--- src/hw/udp_tx_pkg.sv ---
`default_nettype none

package udp_tx_pkg;

  // Datapath and field widths
  localparam int data_w     = 64;
  localparam int mac_w      = 48;
  localparam int ip_w       = 32;
  localparam int port_w     = 16;
  localparam int size_w     = 16;
  localparam int arp_addr_w = 8;
  localparam int keep_w     = 8;

  // Buffer sizing, in entries
  localparam int data_fifo_depth  = 512;
  localparam int ctrl_fifo_depth  = 16;
  localparam int data_afull_level = 448;
  localparam int ctrl_afull_level = 12;

  // Fixed Ethernet, IPv4 and UDP header fields
  localparam logic [15:0] eth_type_ipv4 = 16'h0800;
  localparam logic [7:0]  ip_ver_ihl    = 8'h45;
  localparam logic [7:0]  ip_flags      = 8'h40;
  localparam logic [7:0]  ip_ttl        = 8'hff;
  localparam logic [7:0]  ip_proto_udp  = 8'h11;

  // Ones-complement sum of 4500, 4000 and ff11
  localparam logic [15:0] ip_csum_const = 16'h8412;

  // IP header plus UDP header, and UDP header alone
  localparam int ip_len_extra  = 28;
  localparam int udp_len_extra = 8;

  // Final beat carries the two leftover payload bytes
  localparam logic [keep_w-1:0] last_keep = 8'b0000_0011;

  // One control FIFO entry per frame
  typedef union packed {
    logic [data_w-1:0] raw;
    struct packed {
      logic [size_w-1:0] size;
      logic [port_w-1:0] port;
      logic [ip_w-1:0]   ip;
    } fields;
  } ctrl_word_u;

  typedef enum logic [3:0] {
    idle,
    hdr1,
    hdr2,
    hdr3,
    hdr4,
    hdr5,
    hdr6,
    data,
    last
  } tx_state_e;

endpackage

`default_nettype wire

--- src/hw/udp_tx_framer.sv ---
`timescale 1ns/10ps
`default_nettype none

module udp_tx_framer (
  input  wire                           mac_clk,
  input  wire                           app_rst,
  input  wire                           local_enable,
  input  wire [udp_tx_pkg::mac_w-1:0]   local_mac,
  input  wire [udp_tx_pkg::ip_w-1:0]    local_ip,
  input  wire [udp_tx_pkg::port_w-1:0]  local_port,
  input  wire udp_tx_pkg::ctrl_word_u   ctrl_head,
  input  wire                           ctrl_empty,
  input  wire                           overflow,
  input  wire [udp_tx_pkg::data_w-1:0]  data_head,
  input  wire [udp_tx_pkg::mac_w-1:0]   dest_mac,
  input  wire [15:0]                    ip_length,
  input  wire [15:0]                    udp_length,
  input  wire [15:0]                    ip_checksum,
  input  wire                           mac_tx_ack,
  output logic                          data_rd,
  output logic                          ctrl_rd,
  output logic [udp_tx_pkg::data_w-1:0] mac_tx_data,
  output logic [udp_tx_pkg::keep_w-1:0] mac_tx_data_valid,
  output logic                          mac_tx_start
);

  import udp_tx_pkg::*;

  tx_state_e         state;
  logic [size_w-1:0] words_left;
  logic [15:0]       leftover;
  logic              can_send;
  logic              more_words;
  logic [data_w-1:0] beat_be;

  // Big-endian byte string to MAC lane order, first byte in bits 7:0
  function automatic logic [data_w-1:0] wire_order(input logic [data_w-1:0] be);
    logic [data_w-1:0] w;
    for (int i = 0; i < keep_w; i++) begin
      w[8*i +: 8] = be[data_w-1-8*i -: 8];
    end
    return w;
  endfunction

  assign can_send   = !ctrl_empty && local_enable && !overflow;
  assign more_words = (words_left != '0);

  assign mac_tx_start = (state == idle) && can_send;
  assign ctrl_rd      = (state == last);
  // First pop in hdr5 so word 0 is at the head in hdr6
  assign data_rd      = (state == hdr5) || ((state == hdr6 || state == data) && more_words);

  always_ff @(posedge mac_clk) begin
    if (app_rst) begin
      state      <= idle;
      words_left <= '0;
    end else begin
      unique case (state)
        idle: begin
          if (can_send) begin
            state      <= hdr1;
            words_left <= ctrl_head.fields.size - 1'b1;
          end
        end
        hdr1: begin
          if (mac_tx_ack) begin
            state <= hdr2;
          end
        end
        hdr2: state <= hdr3;
        hdr3: state <= hdr4;
        hdr4: state <= hdr5;
        hdr5: state <= hdr6;
        hdr6, data: begin
          if (more_words) begin
            words_left <= words_left - 1'b1;
            state      <= data;
          end else begin
            state <= last;
          end
        end
        last: state <= idle;
        default: state <= idle;
      endcase
    end
  end

  // Low two bytes of each word spill into the next beat
  always_ff @(posedge mac_clk) begin
    leftover <= data_head[15:0];
  end

  always_comb begin
    beat_be           = '0;
    mac_tx_data_valid = '0;
    case (state)
      hdr1: begin
        beat_be           = {dest_mac, local_mac[47:32]};
        mac_tx_data_valid = '1;
      end
      hdr2: begin
        // Ethertype, then version/IHL and TOS
        beat_be           = {local_mac[31:0], eth_type_ipv4, ip_ver_ihl, 8'h00};
        mac_tx_data_valid = '1;
      end
      hdr3: begin
        beat_be           = {ip_length, 16'h0000, ip_flags, 8'h00, ip_ttl, ip_proto_udp};
        mac_tx_data_valid = '1;
      end
      hdr4: begin
        beat_be           = {ip_checksum, local_ip, ctrl_head.fields.ip[31:16]};
        mac_tx_data_valid = '1;
      end
      hdr5: begin
        beat_be           = {ctrl_head.fields.ip[15:0], local_port, ctrl_head.fields.port,
                             udp_length};
        mac_tx_data_valid = '1;
      end
      hdr6: begin
        // UDP checksum left at zero
        beat_be           = {16'h0000, data_head[63:16]};
        mac_tx_data_valid = '1;
      end
      data: begin
        beat_be           = {leftover, data_head[63:16]};
        mac_tx_data_valid = '1;
      end
      last: begin
        beat_be           = {leftover, 48'h0};
        mac_tx_data_valid = last_keep;
      end
      default: begin
        beat_be           = '0;
        mac_tx_data_valid = '0;
      end
    endcase
  end

  assign mac_tx_data = wire_order(beat_be);

endmodule

`default_nettype wire

--- config.mk ---
export PLATFORM = sky130hd
export DESIGN_NAME = udp_tx_framer
export DESIGN_NICKNAME = d
export VERILOG_FILES = /design/src/hw/udp_tx_pkg.sv /design/src/hw/udp_tx_framer.sv
export SDC_FILE = /design/constraint.sdc
export NUM_CORES = 1
export LEC_CHECK = 0
export ABC_CLOCK_PERIOD_IN_PS = 3130
export BUFFER_PORTS_ARGS = -buffer_cell sky130_fd_sc_hd__buf_4
export CORE_AREA = 2 2 154 156
export DETAILED_ROUTE_END_ITERATION = 8
export DIE_AREA = 0 0 156 158
export PLACE_DENSITY_LB_ADDON = 0.25
export SLEW_MARGIN = 25
export SYNTH_ARGS = -nofsm -noshare
export SYNTH_HDL_FRONTEND = slang
export SYNTH_SLANG_ARGS = --single-unit
--- constraint.sdc ---
create_clock -name mac_clk -period 3.13 [get_ports mac_clk]
set_input_delay 0.1565 -clock mac_clk [delete_from_list [all_inputs] [get_ports mac_clk]]
set_output_delay 0.1565 -clock mac_clk [all_outputs]
set_load 0.02 [all_outputs]
; Yosys cells after proc, flatten, opt, wreduce, memory -nomap -nowiden
; Index checks and enable logic that the tools add are counted.
[op_classes]
add_sub_neg = 2
n_eq_ne = 11
muxes = 9
reduce_logical = 15
[op_table]
columns = op, count
row1 = $pmux W64 S8, 1
row2 = $mux W16, 2
row3 = $pmux W16 S2, 1
row4 = $sub A16 B1 Y16 const B, 2
row5 = $pmux W4 S7, 1
row6 = $eq A4 B3 Y1 const B, 4
row7 = $pmux W8 S2, 1
row8 = $reduce_bool A16 Y1, 1
row9 = $mux W4, 3
row10 = $eq A4 B2 Y1 const B, 2
row11 = $reduce_or A7 Y1, 1
row12 = $ne A2 B2 Y1 const B, 3
row13 = $eq A4 B1 Y1 const B, 1
row14 = $eq A4 B4 Y1 const B, 1
row15 = $logic_and A1 B1 Y1, 4
row16 = $logic_not A4 Y1, 1
row17 = $reduce_and A3 Y1, 1
row18 = $logic_not A1 Y1, 2
row19 = $logic_or A1 B1 Y1, 2
row20 = $reduce_and A2 Y1, 1
row21 = $reduce_bool A2 Y1, 1
row22 = $reduce_or A2 Y1, 1
[word_totals]
regBits = 36
wordCells = 40

; Depth between registers and ports, before layout
; Gate-level depths: netlist of the first run.
[depth]
ltp_word = 5
depth_mapped = 10

; Least setup slack after synthesis of the first run
; Ideal clock, no wire load.
[synth_timing]
path_kind = reg-to-reg
from = register state[3]
to = register words_left[12]
arrival_time_ps = 3015
slack_ps = 41
path_stages_with_launch = 11
cell_sequence = dfxtp_1 -> clkbuf_1 -> nand3b_1 -> clkbuf_1 -> mux2i_1 -> ha_1 -> or3b_2 -> or4b_1 -> o2bb2a_1 -> o21ai_0 -> a31oi_1
[synth_via]
elab_chain_len = 4
word_cells_on_any_way = 9
[synth_rtl]
columns = element, line
row1 = start: declaration, udp_tx_framer.sv:29  ; tx_state_e state;
row2 = start signal: assignment, udp_tx_framer.sv:55  ; state <= idle;
row3 = start signal: assignment, udp_tx_framer.sv:61  ; state <= hdr1;
row4 = start signal: assignment, udp_tx_framer.sv:67  ; state <= hdr2;
row5 = $eq A4 B3 Y1, udp_tx_framer.sv:58  ; unique case (state)
row6 = $reduce_or A2 Y1, udp_tx_framer.sv:58
row7 = $ne A2 B2 Y1 (no source line) / $reduce_bool A2 Y1 (equally long branches), --
row8 = $reduce_and A3 Y1 (no source line), --
row9 = end signal: assignment, udp_tx_framer.sv:62  ; words_left <= ctrl_head.fields.size - 1'b1;
row10 = end signal: assignment, udp_tx_framer.sv:76  ; words_left <= words_left - 1'b1;
row11 = end: declaration, udp_tx_framer.sv:30  ; logic [size_w-1:0] words_left;
; Parallel ways exist; a longest one is shown, timed or not.
; A chain may end at the register's enable or synchronous reset.

; Worst setup path after layout of the first run
; Ends and elaborated chain as after synthesis.

==> results of run 1 <==
## final cells by class
| cell class | count | area, sq um | area share, % |
|---|---|---|---|
| inverter | 6 | 22.5 | 0.301 |
| clock buffer | 5 | 125 | 1.67 |
| tap | 290 | 363 | 4.85 |
| multi-input combinational | 425 | 2800 | 37.4 |
| timing repair buffer | 439 | 3360 | 44.9 |
| antenna | 3 | 7.51 | 0.100 |
| sequential | 36 | 721 | 9.63 |
| clock inverter | 3 | 90.1 | 1.20 |
## sequential cells by signal, indices dropped and copies added, names as in the netlist
register	cells
state	4
words_left	16
leftover	16
## power by group
group	total [W]	switching, W	internal [W]
registers	0.000495	0.0000166	0.000479
logic	0.000761	0.000327	0.000433
clock network	0.000761	0.000223	0.000538
## critical path: stages (launching register included)
cell,delay [ns]
dfxtp_1,0.30
nand3b_1,0.26
mux2i_1,0.25
ha_1,0.26
or3b_2,0.51
or4b_1,0.55
o2bb2a_1,0.27
o21ai_0,0.08
a31oi_1,0.14
## Yosys cell counts, types with 2 or more instances
master / n / area share [%]
mux2_2: 18 / 5.4
a221o_1: 9 / 2.4
nor2b_1: 4 / 0.66
a2111oi_0: 2 / 0.47
a31oi_1: 7 / 1.2
and2_1: 3 / 0.50
nor3_1: 14 / 1.9
nor2_1: 19 / 1.9
buf_1: 2 / 0.20
or3_1: 4 / 0.66
o221ai_1: 2 / 0.47
or4_1: 4 / 0.80
o21ai_0: 14 / 1.9
buf_4: 7 / 1.4
or4_4: 5 / 1.5
a21oi_1: 27 / 3.6
nand2b_1: 3 / 0.50
nor3b_1: 3 / 0.60
o211ai_1: 2 / 0.40
o21a_1: 2 / 0.40
o21ai_1: 4 / 0.53
buf_2: 7 / 0.93
nand3_1: 24 / 3.2
nand3b_1: 3 / 0.60
nand2_1: 111 / 11
a222oi_1: 55 / 15
nand4_1: 4 / 0.66
clkbuf_1: 40 / 4.0
a311oi_1: 3 / 0.70
o311ai_0: 2 / 0.47
dfxtp_1: 36 / 19
inv_1: 5 / 0.50
xnor2_1: 5 / 1.2
nor4_1: 9 / 1.5
and3_1: 5 / 0.83
or4b_1: 2 / 0.53
o311a_1: 2 / 0.53
o31ai_1: 7 / 1.4
mux2i_1: 6 / 1.6
a22oi_1: 20 / 4.0
## kinds of logic (layout without fill, tap and decap cells)
| family | Yosys count | in the layout | share of synthesized area, % |
|---|---|---|---|
| compound gates | 169 | 169 | 35.5 |
| mux | 24 | 24 | 6.97 |
| other cells | 0 | 3 | 0 |
| flops | 36 | 36 | 19.1 |
| fa+ha+maj | 1 | 1 | 0.332 |
| simple gates | 225 | 225 | 29.6 |
| buf+inv | 62 | 453 | 7.11 |
| xor+xnor | 6 | 6 | 1.39 |
## metal layers
layer / vias up / routed length [microns] / global-route usage, %
li1: 2861 / - / -
met1: 2884 / 9870 / 23.2
met2: 344 / 12400 / 31.7
met3: 22 / 2870 / 6.30
met4: 4 / 262 / 3.45
met5: - / 25 / 0
## worst max path at each step
stage                          startpoint                     endpoint  slack (ns)  cells after the start
global route        state[3]$_SDFFE_PP0P_  words_left[14]$_SDFFE_PP0P_        0.28                      8
CTS                 state[1]$_SDFFE_PP0P_              mac_tx_data[38]        0.46                      6
floorplan           state[3]$_SDFFE_PP0P_  words_left[12]$_SDFFE_PP0P_        0.04                     10
detailed placement  state[3]$_SDFFE_PP0P_  words_left[12]$_SDFFE_PP0P_        0.47                      8
global placement    state[3]$_SDFFE_PP0P_  words_left[12]$_SDFFE_PP0P_        0.48                      8
finish              state[3]$_SDFFE_PP0P_  words_left[12]$_SDFFE_PP0P_        0.44                      8
## per-stage QoR
step | util, % | setup slack, ns
floorplan | - | 0.0412
global placement | 30.8 | 0.480
detailed placement | 30.8 | 0.467
CTS | 32.4 | 0.456
global route | 32.4 | 0.277
finish | 32.5 | 0.444
## repair_timing
item	CTS	global route
resized for setup	0	0
hold buffers	16	0
endpoints found under the hold margin	16	0
==> impl_metrics.yaml, run 1 <==
logic_synthesis:
  yosysSeqAreaShare_pct: 19.1
  synth_cell_types: 62
  syn_inst: 523
  synth_ff_type: "dfxtp_1"
  synthesis.area_sq_um: 3770
  avgSynthCellArea_sq_um: 7.20
  syn_nets: 850
  ys_ff_latch: 36
  ys_warn_count: 0
  synth_async_sr_flop_share_pct: 0
  synth-edff-count: 0
routing:
  dr.pass1.iters: 9
  ant_nets: 0
  wire_per_inst_microns: 21.1
  drtIter0Drc: 674
  via_count: 6115
  avgViaCountPerCell: 5.07
  drc: 0
  routed_wl_microns: 25400
die:
  core_area_sq_um: 23100
  design.die.area_sq_um: 24600
  ios: 401
  rows: 56
  die_w_microns: 156
  start_util_pct: 16.3
  die_h_microns: 158
worst_setup_path:
  arrival_ns: 2.91
  critical_path.reg2reg.endpoint: "words_left[12]$_SDFFE_PP0P_"
  worstPathMaxFanout: 5
  critPathKind: "reg2reg"
  rrSetupSlack_ns: 0.44
  r2r_cells: 8
  startpoint_type: "flip-flop"
  timing.rr.start: "state[3]$_SDFFE_PP0P_"
  cp_data_required_time_ns: 3.36
  endpoint_kind: "flip-flop"
place:
  dpl-instance-area_sq_um: 7100
  routabilityCongestion: 0.872
  portBuffers: 400
  post-dp-hpwl_microns: 20800
  dp_cells: 1180
cells_and_area:
  nFillCells: 2475
  stdcell_count: 1207
  drive_gt1_share_pct: 51.0
  post-route-cell-area_sq_um: 7490
  mostFrequentLayoutCells: "421 x buf_4, 111 x nand2_1, 55 x a222oi_1, 36 x dfxtp_1, 27 x a21oi_1"
  layout.nets: 1240
  syn_to_final_growth_pct: 98.7
  final_common_cell: "buf_4"
clock_tree:
  htree_levels: 2
  cts_buffers: 5
  cts.path.max_buffers: 2
  path_clk_slew_ns: 0.07
  cts_setup_buffers: 0
  clkSinkCount: 36
  cts_root_buffer: "clkbuf_16"
  cts_tree: "done"
  clock_latency_ns: 0.30
sta:
  final_hold_viol_count: 0
  tightest_slew_ns: 0.958
  drv_slew: 0
  skew_ns: 0.0110
  setup-tns-final_ns: 0
  slew_headroom_pct: 36.1
  period_needed_ns: 2.69
  fin_crit_sh_pct: 85.8
  fmax_ghz: 0.372
  setup_viol: 0
  rsz0062_at_grt: "no"
  hold_ws_ns: 0.143
global_route:
  gr-total-overflow: 0
  grt_pass1_vias: 5614
  track_usage_pct: 18.7
  antenna_found_initial: 3
  grt_max_degree: 46
  grt_pass1_wl_microns: 34600
power_and_ir_drop:
  p_per_area_nw_per_um2: 269
  p_leak_nw: 3.60
  ir_worst_vdd_uv: 258
  total_power_w: 0.00202
min_path:
  hold_end: "state[0]$_SDFFE_PP0P_"
  hp-class: "in2reg"
  min_from: "mac_tx_ack"
  min_path_cells: 3
run:
  drv_cap: 0
outcome:
  status: "finished clean"
Note: power is estimated with default switching activity, not from simulation.
==> inputs of run 2 (changes only) <==
--- a/config.mk
+++ b/config.mk
@@ -5,12 +5,14 @@
 export SDC_FILE = /design/constraint.sdc
 export NUM_CORES = 1
 export LEC_CHECK = 0
-export ABC_CLOCK_PERIOD_IN_PS = 3130
+export ABC_CLOCK_PERIOD_IN_PS = 3290
 export BUFFER_PORTS_ARGS = -buffer_cell sky130_fd_sc_hd__buf_4
 export CORE_AREA = 2 2 154 156
+export CTS_CLUSTER_DIAMETER = 40
 export DETAILED_ROUTE_END_ITERATION = 8
 export DIE_AREA = 0 0 156 158
 export PLACE_DENSITY_LB_ADDON = 0.25
+export SETUP_SLACK_MARGIN = 0.3
 export SLEW_MARGIN = 25
 export SYNTH_ARGS = -nofsm -noshare
 export SYNTH_HDL_FRONTEND = slang
==> constraint.sdc (replaced) <==
create_clock -name mac_clk -period 3.29 [get_ports mac_clk]
set_input_delay 0.1645 -clock mac_clk [delete_from_list [all_inputs] [get_ports mac_clk]]
set_output_delay 0.1645 -clock mac_clk [all_outputs]
set_load 0.02 [all_outputs]
==> impl_metrics.yaml, run 2 (same netlist as run 1, synthesis figures left out) <==
outcome:
  status: "finished clean"
sta:
  final_hold_viol_count: 0
  rsz0062_at_grt: "no"
  fin_crit_sh_pct: 83.2
  hold_ws_ns: 0.157
  period_needed_ns: 2.74
  skew_ns: 0.0147
  slew_headroom_pct: 53.4
  fmax_ghz: 0.365
  drv_slew: 0
  setup_viol: 0
  setup-tns-final_ns: 0
  tightest_slew_ns: 0.681
cells_and_area:
  mostFrequentLayoutCells: "418 x buf_4, 111 x nand2_1, 55 x a222oi_1, 36 x dfxtp_1, 27 x a21oi_1"
  syn_to_final_growth_pct: 96.1
  final_common_cell: "buf_4"
  reg.largest.list: "leftover (16), words_left (16), state (4)"
  drive_gt1_share_pct: 50.8
  layout.nets: 1237
routing:
  routed_wl_microns: 25700
  via_count: 6100
  drtIter0Drc: 701
  drc: 0
  ant_nets: 0
  avgViaCountPerCell: 5.07
  wire_per_inst_microns: 21.4
  dr.pass1.iters: 9
min_path:
  hp-class: "in2reg"
  min_path_cells: 3
  min_from: "mac_tx_ack"
global_route:
  grt_max_degree: 48
  grt_pass1_wl_microns: 35000
  track_usage_pct: 18.9
  antenna_found_initial: 2
  grt_pass1_vias: 5824
  gr-total-overflow: 0
clock_tree:
  clkSinkCount: 36
  cts_tree: "done"
  clock_latency_ns: 0.30
  cts_buffers: 5
  path_clk_slew_ns: 0.07
  htree_levels: 2
  cts_root_buffer: "clkbuf_16"
  cts.path.max_buffers: 2
worst_setup_path:
  cp_data_required_time_ns: 3.47
  timing.rr.start: "state[3]$_SDFFE_PP0P_"
  cp-startpoint: "state[3]$_SDFFE_PP0P_"
  startpoint_type: "flip-flop"
  critPathKind: "reg2reg"
  r2r_cells: 8
  endpoint_kind: "flip-flop"
  arrival_ns: 2.91
  worstPathMaxFanout: 5
power_and_ir_drop:
  p_per_area_nw_per_um2: 229
  ir_worst_vdd_uv: 167
  power_frac_comb_pct: 42.9
  p_leak_nw: 3.55
  total_power_w: 0.00169
  power.switching_w: 0.000543
  internal-power_w: 0.00115
  power_frac_clock_pct: 29.2
  p_seq_share_pct: 27.9
  swShare_pct: 32.1
die:
  design.die.area_sq_um: 24600
  die_h_microns: 158
  ios: 401
  core_area_sq_um: 23100
  start_util_pct: 16.3
  die_w_microns: 156
  rows: 56
place:
  post-dp-hpwl_microns: 20600
  routabilityCongestion: 0.842
  portBuffers: 400
run:
  drv_cap: 0
run 2: cell types whose count changed in the layout (fill, tap and decap cells not counted):
cell / change
buf_4: -3
bufinv_16: -3
clkinv_2: +2
diode_2: -2
and2_2: -1
and2_4: +1
clkinv_4: +1
run 2: layout make-up:
cell class	instances	area (sq um)
antenna	1	2.50
clock buffer	5	125
clock inverter	3	18.8
fill	2482	15700
inverter	6	22.5
multi-input combinational	425	2800
sequential	36	721
tap	290	363
timing repair buffer	436	3340
run 2: worst paths after layout:
path | to | slack, ns
worst max register to register | words_left[14]$_SDFFE_PP0P_ | 0.55
worst max-delay path | words_left[14]$_SDFFE_PP0P_ | 0.55
worst min register to register | words_left[6]$_SDFFE_PP0P_ | 0.49
worst min-delay path | state[0]$_SDFFE_PP0P_ | 0.16
run 2: per-layer routing:
layer	vias to the layer above	part of all wire, %	wire (microns)	track usage, %
li1	2854	-	-	-
met2	362	48	12400	32.3
met4	2	2.5	650	5.68
met1	2856	38	9890	22.6
met3	26	11	2800	6.32
met5	-	0.051	13	0
run 2: worst max-delay path, stage by stage (launching register included):
cell and delay, ns:
dfxtp_1 0.31, nand3b_1 0.26, mux2i_1 0.24, ha_1 0.25, nor3b_1 0.43, or4b_1 0.58
o21a_1 0.21, o311ai_1 0.23, o211ai_1 0.12
run 2: repair_timing:
action,in CTS,in global routing
endpoints found under the setup margin,0,13
setup buffers,0,0
hold buffers,16,0
gates resized for setup,0,1
endpoints found under the hold margin,16,0
run 2: power by group through the flow:
stage               clock network (W)  logic (W)  registers [W]
finish                       0.000493   0.000725       0.000472
global route                 0.000534   0.000772       0.000475
CTS                          0.000520   0.000723       0.000472
detailed placement                  0   0.000706       0.000482
global placement                    0   0.000705       0.000481
floorplan                           0   0.000259       0.000474
run 2: through the flow:
step	utilization [%]	instances	area, sq um	worst slack (ns)
finish	32.1	1202	7390	0.553
global route	32.1	1202	7390	0.333
CTS	32.0	1201	7390	0.436
detailed placement	30.7	1177	7080	0.574
global placement	30.7	1177	7080	0.630
floorplan	-	523	3770	0.396
