## src/hw/udp_tx_pkg.sv

```systemverilog
`default_nettype none

package udp_tx_pkg;

  // Datapath and field widths
  localparam int data_w     = 64;
  localparam int mac_w      = 48;
  localparam int ip_w       = 32;
  localparam int port_w     = 16;
  localparam int size_w     = 16;
  localparam int arp_addr_w = 8;
  localparam int keep_w     = 8;

  // Buffer sizing, in entries
  localparam int data_fifo_depth  = 512;
  localparam int ctrl_fifo_depth  = 16;
  localparam int data_afull_level = 448;
  localparam int ctrl_afull_level = 12;

  // Fixed Ethernet, IPv4 and UDP header fields
  localparam logic [15:0] eth_type_ipv4 = 16'h0800;
  localparam logic [7:0]  ip_ver_ihl    = 8'h45;
  localparam logic [7:0]  ip_flags      = 8'h40;
  localparam logic [7:0]  ip_ttl        = 8'hff;
  localparam logic [7:0]  ip_proto_udp  = 8'h11;

  // Ones-complement sum of 4500, 4000 and ff11
  localparam logic [15:0] ip_csum_const = 16'h8412;

  // IP header plus UDP header, and UDP header alone
  localparam int ip_len_extra  = 28;
  localparam int udp_len_extra = 8;

  // Final beat carries the two leftover payload bytes
  localparam logic [keep_w-1:0] last_keep = 8'b0000_0011;

  // One control FIFO entry per frame
  typedef union packed {
    logic [data_w-1:0] raw;
    struct packed {
      logic [size_w-1:0] size;
      logic [port_w-1:0] port;
      logic [ip_w-1:0]   ip;
    } fields;
  } ctrl_word_u;

  typedef enum logic [3:0] {
    idle,
    hdr1,
    hdr2,
    hdr3,
    hdr4,
    hdr5,
    hdr6,
    data,
    last
  } tx_state_e;

endpackage

`default_nettype wire

```

## src/hw/udp_header_calc.sv

```systemverilog
`timescale 1ns/10ps
`default_nettype none

module udp_header_calc (
  input  wire                          mac_clk,
  input  wire                          app_rst,
  input  wire [udp_tx_pkg::size_w-1:0] frame_words,
  input  wire [udp_tx_pkg::ip_w-1:0]   dest_ip,
  input  wire [udp_tx_pkg::ip_w-1:0]   local_ip,
  output logic [15:0]                  ip_length,
  output logic [15:0]                  udp_length,
  output logic [15:0]                  ip_checksum
);

  import udp_tx_pkg::*;

  logic [15:0] byte_count;
  logic [17:0] fixed_0;
  logic [16:0] fixed_1;
  logic [15:0] csum_fixed;
  logic [17:0] sum_a;
  logic [17:0] sum_b;
  logic [16:0] fold_1;
  logic [15:0] fold_2;

  // Eight bytes per payload word
  assign byte_count = {frame_words[size_w-4:0], 3'b000};

  // Header words that do not change from frame to frame
  assign fixed_0    = 18'(ip_csum_const) + 18'(local_ip[31:16]) + 18'(local_ip[15:0]);
  assign fixed_1    = 17'(fixed_0[15:0]) + 17'(fixed_0[17:16]);
  assign csum_fixed = fixed_1[15:0] + 16'(fixed_1[16]);

  // Two end-around carry folds
  assign fold_1 = 17'(sum_b[15:0]) + 17'(sum_b[17:16]);
  assign fold_2 = fold_1[15:0] + 16'(fold_1[16]);

  always_ff @(posedge mac_clk) begin
    if (app_rst) begin
      ip_length   <= '0;
      udp_length  <= '0;
      sum_a       <= '0;
      sum_b       <= '0;
      ip_checksum <= '0;
    end else begin
      ip_length   <= byte_count + 16'(ip_len_extra);
      udp_length  <= byte_count + 16'(udp_len_extra);
      sum_a       <= 18'(csum_fixed) + 18'(dest_ip[31:16]) + 18'(dest_ip[15:0]);
      // Length joins once it is registered
      sum_b       <= sum_a + 18'(ip_length);
      ip_checksum <= ~fold_2;
    end
  end

endmodule

`default_nettype wire

```

## config.mk

```make
export PLATFORM = sky130hd
export DESIGN_NAME = udp_header_calc
export DESIGN_NICKNAME = d
export VERILOG_FILES = /design/src/hw/udp_tx_pkg.sv /design/src/hw/udp_header_calc.sv
export SDC_FILE = /design/constraint.sdc
export NUM_CORES = 1
export LEC_CHECK = 0
export ABC_AREA = 0
export BUFFER_PORTS_ARGS = -buffer_cell sky130_fd_sc_hd__buf_2
export CORE_MARGIN = 5
export CORE_UTILIZATION = 56
export CTS_CLUSTER_DIAMETER = 60
export CTS_CLUSTER_SIZE = 10
export DETAILED_ROUTE_END_ITERATION = 16
export HOLD_SLACK_MARGIN = 0.06
export PLACE_DENSITY = 0.82
export SLEW_MARGIN = 20
export SYNTH_ARGS = -nofsm -noshare
export SYNTH_HDL_FRONTEND = slang
export SYNTH_SLANG_ARGS = --single-unit
```

## constraint.sdc

```tcl
create_clock -name mac_clk -period 11.3 [get_ports mac_clk]
set_input_delay 0.565 -clock mac_clk [delete_from_list [all_inputs] [get_ports mac_clk]]
set_output_delay 0.565 -clock mac_clk [all_outputs]
set_load 0.01 [all_outputs]
```

# == Yosys cells after proc, flatten, opt, wreduce, memory -nomap -nowiden ==
# Cells that the tools add are included.
# totals
memories,0
ram_bits,0
output_inout_bits,48
word_cells,17
inputBits,82
latchBits,0
reg_bits,84
romBits,0
# classes
eq_ne,0
n_div,0
n_reduce_logical,0
addsub,11
order_cmp,0
n_bitwise,1
shifts,0
muxes,0
mul,0
# op_table
operator,n
17-bit by 16-bit adder with 18-bit output,2
16-bit by 2-bit adder with 17-bit output,2
16-bit by 1-bit adder with 16-bit output,2
18-bit by 16-bit adder with 18-bit output,1
16-bit by 16-bit adder with 17-bit output,1
16-bit by 16-bit adder with 17-bit output (first input constant),1
16-bit by 4-bit adder with 16-bit output (second input constant),1
16-bit by 5-bit adder with 16-bit output (second input constant),1
16-bit NOT,1

# == Longest topological paths before layout ==
# Gate-level depths: netlist of the first run.
# logic_depth
ltp_word,6
depth_mapped,37
mapped_depth_nobuf,37

# == Worst setup path before layout of the first run ==
# OpenSTA, ideal clock, no wires.
# synth_timing
kind,input-to-reg
start,input local_ip[1] (netlist bit)
end,register sum_a[16]
setup_slack_ns,3.169
setup_time_ns,0.121
t_arrival_ns,8.010
stages,36
required_time_ns,11.179
path_buffers,0
path_cell_list,inv_1 ha_1 inv_1 ha_1 inv_1 fa_1 nand2b_2 a21oi_2 o211a_4 a2111oi_4 o21ai_0 and2_1 o21a_1 nor2_1 or2_2 fa_1 nor3_1 and3_2 nand4b_2 nor4_2 nor3b_1 ha_1 nor3b_1 nor2b_1 nand3_1 nor3_1 o21ai_0 xnor2_1 fa_1 ha_1 nand3_1 o21ai_0 a41o_1 o41ai_1 o21ai_0 mux2_2
# synth_via
elab_chain_cells,5
# synth_lines
element,line,rtl
start: declaration,udp_header_calc.sv:9,"input wire [udp_tx_pkg::ip_w-1:0] local_ip,"
17-bit by 16-bit adder with 18-bit output,udp_header_calc.sv:30,assign fixed_0 = 18'(ip_csum_const) + 18'(local_ip[31:16]) + 18'(local_ip[15:0]);
16-bit by 2-bit adder with 17-bit output,udp_header_calc.sv:31,assign fixed_1 = 17'(fixed_0[15:0]) + 17'(fixed_0[17:16]);
16-bit by 1-bit adder with 16-bit output,udp_header_calc.sv:32,assign csum_fixed = fixed_1[15:0] + 16'(fixed_1[16]);
16-bit by 16-bit adder with 17-bit output,udp_header_calc.sv:48,sum_a <= 18'(csum_fixed) + 18'(dest_ip[31:16]) + 18'(dest_ip[15:0]);
17-bit by 16-bit adder with 18-bit output,udp_header_calc.sv:48,
end signal: assignment,udp_header_calc.sv:48,
end: declaration,udp_header_calc.sv:21,logic [17:0] sum_a;
# Every way passes these cells.
# A chain may end at the register's enable or synchronous reset.

# == Worst setup path in the final report of the first run ==
# layout_timing
start,input local_ip[5] (netlist bit)
end,register sum_a[16]
# Same word-level chain as after synthesis.

==> results of run 1 <==
==> metal layers <==
| metal | global-route usage | vias up | share of wire |
|---|---|---|---|
| met1 | 0.2256 | 2415 | 0.40 |
| met5 | 0 | - | 0 |
| met3 | 0.02684 | 24 | 0.058 |
| met2 | 0.3758 | 165 | 0.51 |
| met4 | 0.08998 | 0 | 0.030 |
| li1 | - | 2707 | - |
==> critical path: cells and delay by family <==
| family | cells | cell delay (ps) |
|---|---|---|
| compound gates | 11 | 2150 |
| simple gates | 12 | 3440 |
| xor+xnor | 2 | 420 |
| mux | 1 | 300 |
| fa+ha+maj | 7 | 2360 |
| buf+inv | 2 | 150 |
==> state kept, by name (all words and copies together), names as in the netlist <==
signal       cells
udp_length      12
ip_checksum     16
sum_a           18
ip_length       14
sum_b           18
==> cell type report <==
class / count / share of cell area
Clock buffer: 10 / 0.01926
Clock inverter: 5 / 0.01488
Inverter: 65 / 0.03414
Multi-Input combinational cell: 565 / 0.6029
Sequential cell: 78 / 0.2185
Tap cell: 140 / 0.02451
Timing Repair Buffer: 122 / 0.08580
==> synth_stat cells (3+ instances only) <==
| master | n |
|---|---|
| a21boi_0 | 6 |
| a21o_1 | 8 |
| a21oi_1 | 32 |
| a31oi_1 | 6 |
| and2_1 | 6 |
| and3_1 | 10 |
| buf_1 | 5 |
| buf_4 | 6 |
| clkbuf_1 | 7 |
| dfxtp_1 | 78 |
| fa_1 | 21 |
| ha_1 | 70 |
| inv_1 | 64 |
| mux2_2 | 4 |
| nand2_1 | 30 |
| nand2b_1 | 3 |
| nand3_1 | 28 |
| nor2_1 | 86 |
| nor2b_1 | 17 |
| nor3_1 | 19 |
| nor3b_1 | 7 |
| nor4_1 | 5 |
| o211ai_1 | 6 |
| o21a_1 | 8 |
| o21ai_0 | 39 |
| o21bai_1 | 4 |
| or2_2 | 4 |
| or3_1 | 11 |
| xnor2_1 | 46 |
| xor2_1 | 34 |
==> power groups by stage <==
stage / registers, mW / logic [mW] / clock network [mW]
2_1_floorplan: 0.382 / 0.470 / 0
3_3_place_gp: 0.385 / 0.584 / 0
3_5_place_dp: 0.387 / 0.595 / 0
4_1_cts: 0.381 / 0.600 / 0.254
5_1_grt: 0.390 / 0.686 / 0.264
6_report: 0.382 / 0.596 / 0.250
==> cells by family after synthesis <==
logic type	count (synthesis)	synth area share
XOR/XNOR	82	0.1185
AO/OA/AOI/OAI	140	0.1591
multiplexers	4	0.007278
AND/OR/NAND/NOR	243	0.1987
other	1	0.0006060
buffers and inverters	83	0.05398
flip-flops	78	0.2523
adder cells (fa/ha/maj)	91	0.2095
==> worst paths after layout <==
path | from | end | slack [ps] | cells after the start
worst max-delay path | local_ip[5] | sum_a[16] | 2120 | 35
worst min register to register | sum_a[0] | sum_b[0] | 450 | 1
worst min-delay path | sum_a[0] | sum_b[0] | 450 | 1
worst max register to register | sum_b[16] | ip_checksum[11] | 8000 | 12
==> impl_metrics.csv, run 1 <==
group,metric,value,unit
run_status,status,"completed",
power,seq_power_share,0.311,
synthesis,ys_types,71,
synthesis,synth_ff_type,"dfxtp_1",
sta,fin_ws,2124,ps
sta,slew_violations,0,
sta,hold_viol,0,
floorplan,die_w,115.1,um
synthesis,synth_top_area_cell,"dfxtp_1",
placed_design,hpwlAfterDp,10520,um
cts,cts_tree,"done",
worst_setup_path,worstPathMaxFanout,6,
cells_and_area,multi_input_area,4308,um2
worst_setup_path,cp_common_cell,"ha_1",
sta,tightest_slew,774.7,ps
synthesis,synth_area_per_cell,8.571,um2
worst_setup_path,cp_slowest_cell,"nor3_1",
global_routing,track_usage,0.2012,
cells_and_area,regArea,1562,um2
cells_and_area,area_growth,15.47,%
cells_and_area,layout_commonest_cell,"buf_2",
synthesis,yosysWarnings,0,
cts,cts-resized-gates,0,
sta,holdWs,452.3,ps
placed_design,place_area,6902,um2
cts,htree_levels,3,
worst_setup_path,required,11530,ps
placed_design,place_ws,1740,ps
global_routing,grt_pass1_vias,5116,
sta,maxSlewHeadroom,0.4788,
floorplan,rows,38,
cells_and_area,n_fill_cell,943,
global_routing,grt_max_degree,79,
global_routing,overflow,0,
detailed_routing,routedWlPerCell,13.04,um
power,sw_frac_of_total,0.3744,
job,cap_violations,0,
worst_setup_path,end_kind,"flop",
cts,clockRootBuffer,"clkbuf_8",
synthesis,synth_seq_area_share,0.2523,
placed_design,dp_cells,970,
worst_setup_path,cp-start-kind,"input pin",
detailed_routing,vias,5311,
worst_setup_path,cpPeakStageDelay,500,ps
power,p_int,0.7684,mW
sta,timing.setup.tns,0,ps
worst_hold_path,hold_class,"flop to flop",
power,power.total,1.228,mW
cts,clockBufferDepth,2,
sta,rsz0062_at_grt,"no",
cts,clk_latency,350,ps
cts,clkSinkCount,78,
synthesis,synth_top_area_frac,0.2523,
power,clkPwrFrac,0.204,
cts,path_clk_slew,80,ps
synthesis,syn_area,6188,um2
placed_design,gp_congestion,0.8889,
floorplan,io_pins,130,
floorplan,die_h,115.1,um
cells_and_area,final_cell_area,7146,um2
synthesis,async_reset_ff_frac,0,
sta,max_freq,0.1090,GHz
detailed_routing,wl,12850,um
power,ir_drop,134.0,uV
power,power_density,171.9,nW/um2
detailed_routing,ant_nets,0,
cells_and_area,nNetsFinal,1014,
global_routing,grt_antenna_before_repair,0,
placed_design,io_buffers,121,
worst_setup_path,setup.worst_path.class,"input pin to flop",
cells_and_area,post-route-util,0.6592,
floorplan,start_util,0.5709,
power,p_leak,3.346,nW
detailed_routing,via_per_inst,5.392,
cells_and_area,final_cell_mix,"121 x buf_2, 86 x nor2_1, 78 x dfxtp_1, 70 x ha_1, 64 x inv_1",
power,switchingPower,0.4598,mW
synthesis,synthTopCellsByArea,"dfxtp_1 25%, ha_1 14%, fa_1 6.8%",
cells_and_area,drive_gt1_frac,0.2012,
cells_and_area,antennaDiodeCount,0,
cts,numCtsBuffers,9,
sta,clock_skew,11.09,ps
detailed_routing,drc_errors,0,
detailed_routing,drtIter0Drc,348,
cts,cts_setup_buffers,0,
cells_and_area,fin_cells,985,
worst_setup_path,crit_arrival,9410,ps
synthesis,syn_inst,722,
cts,ctsHoldBuffers,0,
sta,setup_violations,0,
detailed_routing,dr.pass1.iters,6,
sta,fin_crit,9176,ps
power,p_comb_frac,0.485,
floorplan,coreArea,10840,um2
floorplan,die_area,13250,um2
sta,min_period_over_period,0.8121,
synthesis,synth_edf_count,0,
synthesis,ys_ff_latch,78,
global_routing,grt_pass1_wl,21890,um
No activity file was read; power rests on OpenSTA's default activity.
==> run 2, diff against run 1 <==
--- a/config.mk
+++ b/config.mk
@@ -8,12 +8,12 @@
 export ABC_AREA = 0
 export BUFFER_PORTS_ARGS = -buffer_cell sky130_fd_sc_hd__buf_2
 export CORE_MARGIN = 5
-export CORE_UTILIZATION = 56
+export CORE_UTILIZATION = 51
 export CTS_CLUSTER_DIAMETER = 60
 export CTS_CLUSTER_SIZE = 10
 export DETAILED_ROUTE_END_ITERATION = 16
 export HOLD_SLACK_MARGIN = 0.06
-export PLACE_DENSITY = 0.82
+export PLACE_DENSITY = 0.79
 export SLEW_MARGIN = 20
 export SYNTH_ARGS = -nofsm -noshare
 export SYNTH_HDL_FRONTEND = slang
==> constraint.sdc (replaced) <==
create_clock -name mac_clk -period 7.45 [get_ports mac_clk]
set_input_delay 0.3725 -clock mac_clk [delete_from_list [all_inputs] [get_ports mac_clk]]
set_output_delay 0.3725 -clock mac_clk [all_outputs]
set_load 0.01 [all_outputs]
==> run 2 against run 1 <==
Sequential share of layout area fell by 2.9 points. Flip-flop and latch count unchanged. Sequential power rose by 52%. Critical endpoint unchanged. Largest power group unchanged. Highest routed layer is now met5.
==> impl_metrics.csv, run 2 (synthesis gave the netlist of run 1 again) <==
group,metric,value,unit
sta,slew_violations,0,
detailed_routing,ant_nets,0,
placed_design,place_ws,-377.0,ps
sta,rsz0062_at_grt,"yes",
power,sw_frac_of_total,0.3677,
cells_and_area,nNetsFinal,1087,
worst_setup_path,cp_slowest_cell,"fa_1",
global_routing,grt_antenna_before_repair,1,
worst_setup_path,worstPathMaxFanout,5,
cells_and_area,regArea,1562,um2
worst_setup_path,end_kind,"flop",
detailed_routing,vias,5655,
placed_design,hpwlAfterDp,11690,um
detailed_routing,dr.pass1.iters,5,
global_routing,grt_max_degree,79,
sta,min_period_over_period,0.9946,
cells_and_area,drive_gt1_frac,0.3246,
cells_and_area,final_cell_mix,"119 x buf_2, 83 x nor2_1, 78 x dfxtp_1, 72 x buf_4, 58 x inv_1",
job,cap_violations,0,
worst_setup_path,setup.worst_path.class,"input pin to flop",
cells_and_area,area_growth,33.26,%
cells_and_area,fin_cells,1065,
sta,fin_ws,40.60,ps
cells_and_area,post-route-util,0.6894,
power,p_leak,3.819,nW
sta,fin_crit,7409,ps
sta,clock_skew,4.055,ps
detailed_routing,drc_errors,0,
sta,maxSlewHeadroom,0.3756,
sta,setup_violations,0,
power,power_density,274.4,nW/um2
cts,clockRootBuffer,"clkbuf_16",
floorplan,rows,40,
cts,clockBufferDepth,2,
placed_design,gp_congestion,0.8982,
sta,hold_viol,0,
worst_setup_path,required,7670,ps
sta,max_freq,0.1350,GHz
cells_and_area,antennaDiodeCount,0,
run_status,status,"completed",
global_routing,overflow,0,
global_routing,grt_pass1_vias,5431,
floorplan,die_h,120.2,um
worst_setup_path,crit_arrival,7630,ps
cts,numCtsBuffers,9,
power,p_comb_frac,0.537,
global_routing,grt_pass1_wl,23610,um
cells_and_area,n_fill_cell,914,
power,seq_power_share,0.256,
cells_and_area,multi_input_area,4751,um2
global_routing,track_usage,0.1994,
sta,holdWs,306.1,ps
cells_and_area,largestRegisters,"sum_a: 18 flops, sum_b: 18 flops, ip_checksum: 16 flops",
cts,clkSinkCount,78,
cts,clk_latency,340,ps
detailed_routing,via_per_inst,5.310,
placed_design,dp_cells,1040,
cells_and_area,layout_commonest_cell,"buf_2",
cts,htree_levels,3,
detailed_routing,routedWlPerCell,14.27,um
worst_setup_path,cpPeakStageDelay,450,ps
worst_setup_path,cp_common_cell,"a21oi_2",
worst_hold_path,hold_class,"input pin to flop",
placed_design,io_buffers,121,
floorplan,die_area,14440,um2
power,ir_drop,126.4,uV
cts,path_clk_slew,50,ps
worst_setup_path,cp-start-kind,"input pin",
power,p_int,1.431,mW
floorplan,start_util,0.5174,
floorplan,coreArea,11960,um2
detailed_routing,wl,15200,um
floorplan,io_pins,130,
sta,tightest_slew,929.9,ps
detailed_routing,drtIter0Drc,275,
power,switchingPower,0.8321,mW
floorplan,die_w,120.2,um
cts,cts_tree,"done",
power,clkPwrFrac,0.207,
==> run 2: critical path, delay by kind of cell <==
| family | cells | cell delay, ps |
|---|---|---|
| fa+ha+maj | 8 | 2420 |
| buf+inv | 2 | 140 |
| simple gates | 10 | 1740 |
| xor+xnor | 2 | 290 |
| compound gates | 13 | 2340 |
| mux | 1 | 310 |
==> run 2: layout make-up <==
type | count | area share
clock inverters | 4 | 0.008496
clock buffers | 11 | 0.03065
inverters | 65 | 0.02989
flip-flops and latches | 78 | 0.1893
repair buffers | 195 | 0.1432
multi-input cells | 565 | 0.5761
well taps | 147 | 0.02230
==> run 2: path summary, 6_finish.rpt <==
check                  start               to  slack, ps  depth (start not counted)
min          frame_words[12]    ip_length[15]        310                          3
min reg2reg         sum_a[1]         sum_b[1]        440                          1
max reg2reg        sum_b[16]  ip_checksum[11]       4170                         12
max              local_ip[7]        sum_a[16]         40                         36
==> run 2: what timing repair did <==
item	in CTS	in global routing
resized for setup	2	82
pin swaps	0	46
setup endpoints to repair	2	9
setup buffers	0	10
hold buffers	0	0
==> run 2: power by group through the flow <==
stage	Combinational, mW	Clock (mW)	Sequential, mW
2_1_floorplan	0.724	0	0.580
3_3_place_gp	1.04	0	0.583
3_5_place_dp	1.07	0	0.585
4_1_cts	1.08	0.476	0.578
5_1_grt	1.35	0.493	0.588
6_report	1.22	0.468	0.579
==> run 2: metal layers <==
metal / vias up / wire length [um] / track usage
li1: 2849 / - / -
met1: 2625 / 6004 / 0.2170
met2: 153 / 8144 / 0.3839
met3: 26 / 701 / 0.03534
met4: 2 / 337 / 0.06872
met5: - / 7 / 0
==> run 2: per-stage QoR <==
step	area [um2]	power, mW	setup TNS, ps
after floorplan	6245	1.304	0
after global placement	7425	1.618	-554.4
after detailed placement	7425	1.658	-1424
after CTS	7755	2.134	0
after global routing	8247	2.434	-700.4
final	8247	2.263	0
==> run 3, diff against run 2 <==
--- a/config.mk
+++ b/config.mk
@@ -8,12 +8,12 @@
 export ABC_AREA = 0
 export BUFFER_PORTS_ARGS = -buffer_cell sky130_fd_sc_hd__buf_2
 export CORE_MARGIN = 5
-export CORE_UTILIZATION = 51
+export CORE_UTILIZATION = 50
 export CTS_CLUSTER_DIAMETER = 60
 export CTS_CLUSTER_SIZE = 10
 export DETAILED_ROUTE_END_ITERATION = 16
 export HOLD_SLACK_MARGIN = 0.06
-export PLACE_DENSITY = 0.79
+export PLACE_DENSITY = 0.78
 export SLEW_MARGIN = 20
 export SYNTH_ARGS = -nofsm -noshare
 export SYNTH_HDL_FRONTEND = slang
==> run 3 against run 2 <==
Maximum frequency grew 2.4%. Critical endpoint unchanged. Combinational power shrank 5%. Non-clock buffer count shrank 1. Global-route usage shrank 0.64 points. First-iteration DRC count grew 14%. Worst setup slack gained 180 ps. Worst hold slack gained 13 ps. Utilization shrank 2.0 points. Total power shrank 2.7%.
==> impl_metrics.csv, run 3 (synthesis gave the netlist of run 1 again) <==
group,metric,value,unit
sta,slew_violations,0,
floorplan,io_pins,130,
cts,clk_latency,330,ps
worst_setup_path,cp-start-kind,"input pin",
cells_and_area,n_fill_cell,983,
placed_design,gp_congestion,0.9010,
power,power_density,272.6,nW/um2
placed_design,io_buffers,121,
run_status,status,"completed",
global_routing,overflow,0,
detailed_routing,vias,5631,
worst_setup_path,worst-path-buf-inv,5,
global_routing,grt_pass1_vias,5293,
worst_setup_path,r2r_slack,4160,ps
floorplan,die_area,14700,um2
cts,clkSinkCount,78,
global_routing,grt_antenna_before_repair,2,
power,p_comb_frac,0.527,
sta,setup_violations,0,
placed_design,hpwlAfterDp,11560,um
sta,hold_viol,0,
sta,min_period_over_period,0.9708,
worst_setup_path,cpPeakStageDelay,480,ps
floorplan,start_util,0.5131,
floorplan,die_w,121.3,um
worst_setup_path,worst-path-stages,38,
worst_setup_path,reg2regPathDepth,12,
worst_setup_path,end_kind,"flop",
worst_setup_path,r2r_start,"sum_b[16]",
cts,path_clk_slew,50,ps
power,ir_drop,120.3,uV
worst_hold_path,hold_path.startpoint,"frame_words[0]",
detailed_routing,via_per_inst,5.185,
cells_and_area,drive_gt1_frac,0.2955,
cells_and_area,final_cell_mix,"121 x buf_2, 84 x nor2_1, 78 x dfxtp_1, 73 x buf_4, 64 x inv_1",
job,cap_violations,0,
global_routing,grt_max_degree,79,
floorplan,rows,40,
worst_setup_path,worstPathMaxFanout,3,
cts,numCtsBuffers,9,
worst_setup_path,endpoint,"sum_a[16]",
detailed_routing,routedWlPerCell,13.41,um
worst_hold_path,hold_class,"input pin to flop",
power,sw_frac_of_total,0.3634,
cts,htree_levels,3,
cells_and_area,largestRegisters,"sum_a: 18 flops, sum_b: 18 flops, ip_checksum: 16 flops",
worst_setup_path,cp_slowest_cell,"fa_1",
cells_and_area,area_growth,30.49,%
power,power.total,2.202,mW
cts,cts_tree,"done",
power,switchingPower,0.8000,mW
placed_design,place_area,7466,um2
detailed_routing,wl,14560,um
global_routing,grt_pass1_wl,23010,um
detailed_routing,drtIter0Drc,314,
worst_setup_path,r2r-end,"ip_checksum[11]",
cells_and_area,final_cell_area,8075,um2
worst_setup_path,setup.worst_path.class,"input pin to flop",
sta,maxSlewHeadroom,0.4334,
sta,fin_crit,7233,ps
detailed_routing,dr.pass1.iters,4,
power,p_int,1.401,mW
worst_setup_path,crit_path_start,"local_ip[1]",
sta,max_freq,0.1383,GHz
worst_setup_path,required,7670,ps
worst_setup_path,crit_arrival,7450,ps
detailed_routing,drc_errors,0,
sta,clock_skew,8.052,ps
worst_setup_path,crit_family,"compound AO/OA/AOI/OAI gates",
cts,clockBufferDepth,2,
cts,ctsHoldBuffers,0,
cts,clockRootBuffer,"clkbuf_16",
sta,tightest_slew,842.1,ps
floorplan,die_h,121.3,um
floorplan,coreArea,12060,um2
power,seq_power_share,0.263,
global_routing,track_usage,0.1930,
cells_and_area,nNetsFinal,1086,
detailed_routing,ant_nets,0,
power,p_leak,3.804,nW
power,clkPwrFrac,0.210,
cells_and_area,layout_commonest_cell,"buf_2",
## run 3: cell types whose count changed in the layout (fill, tap and decap cells not counted), sizes merged
cell,delta
buf,-1
diode,+1
## run 3: repair_timing
action	in CTS	in global routing
pin swaps	0	26
resized for setup	4	43
gates cloned	0	0
setup buffers	0	7
hold endpoints to repair	0	0
setup endpoints to repair	2	9
## run 3: area by class of cell
class / instances / area [um2] / share of cell area
Multi-Input combinational cell: 565 / 4581 / 0.5672
Timing Repair Buffer: 194 / 1154 / 0.1429
Inverter: 65 / 244.0 / 0.03021
Tap cell: 168 / 210.2 / 0.02603
Clock inverter: 4 / 70.07 / 0.008677
Sequential cell: 78 / 1562 / 0.1934
Clock buffer: 11 / 252.7 / 0.03130
Antenna cell: 1 / 2.502 / 0.0003099
## run 3: worst min-delay path by stage
| stage | to | slack (ps) | cells past startpoint |
|---|---|---|---|
| global placement | sum_b[1] | 430 | 1 |
| CTS | ip_length[3] | 300 | 2 |
| floorplan | sum_b[0] | 410 | 1 |
| global route | ip_length[3] | 320 | 2 |
| detailed placement | sum_b[0] | 430 | 1 |
| finish | ip_length[3] | 320 | 2 |
## run 3: power by group through the flow
stage                     Sequential, mW  Combinational, mW  Clock (mW)
after global routing               0.589               1.30       0.490
after detailed placement           0.586               1.07           0
after floorplan                    0.580              0.724           0
after global placement             0.583               1.04           0
final                              0.579               1.16       0.463
after CTS                          0.578               1.08       0.473
## run 3: stage by stage
step	setup TNS, ps	hold WS (ps)	instances	setup WS [ps]	utilization
after floorplan	0	413.8	726	6.664	-
after global placement	-567.3	430.6	1063	-186.9	0.6190
after detailed placement	-1466	433.6	1063	-397.5	0.6190
after CTS	0	304.7	1078	0.1448	0.6468
after global routing	-548.5	322.5	1086	-169.3	0.6695
final	0	319.1	1086	217.3	0.6695
## run 3: metal layers
layer,routed length [um],global-route usage,up-vias
met2,7658,0.3664,148
met5,7,0,-
met3,842,0.03263,26
met4,344,0.07633,2
met1,5706,0.2116,2600
li1,-,-,2855
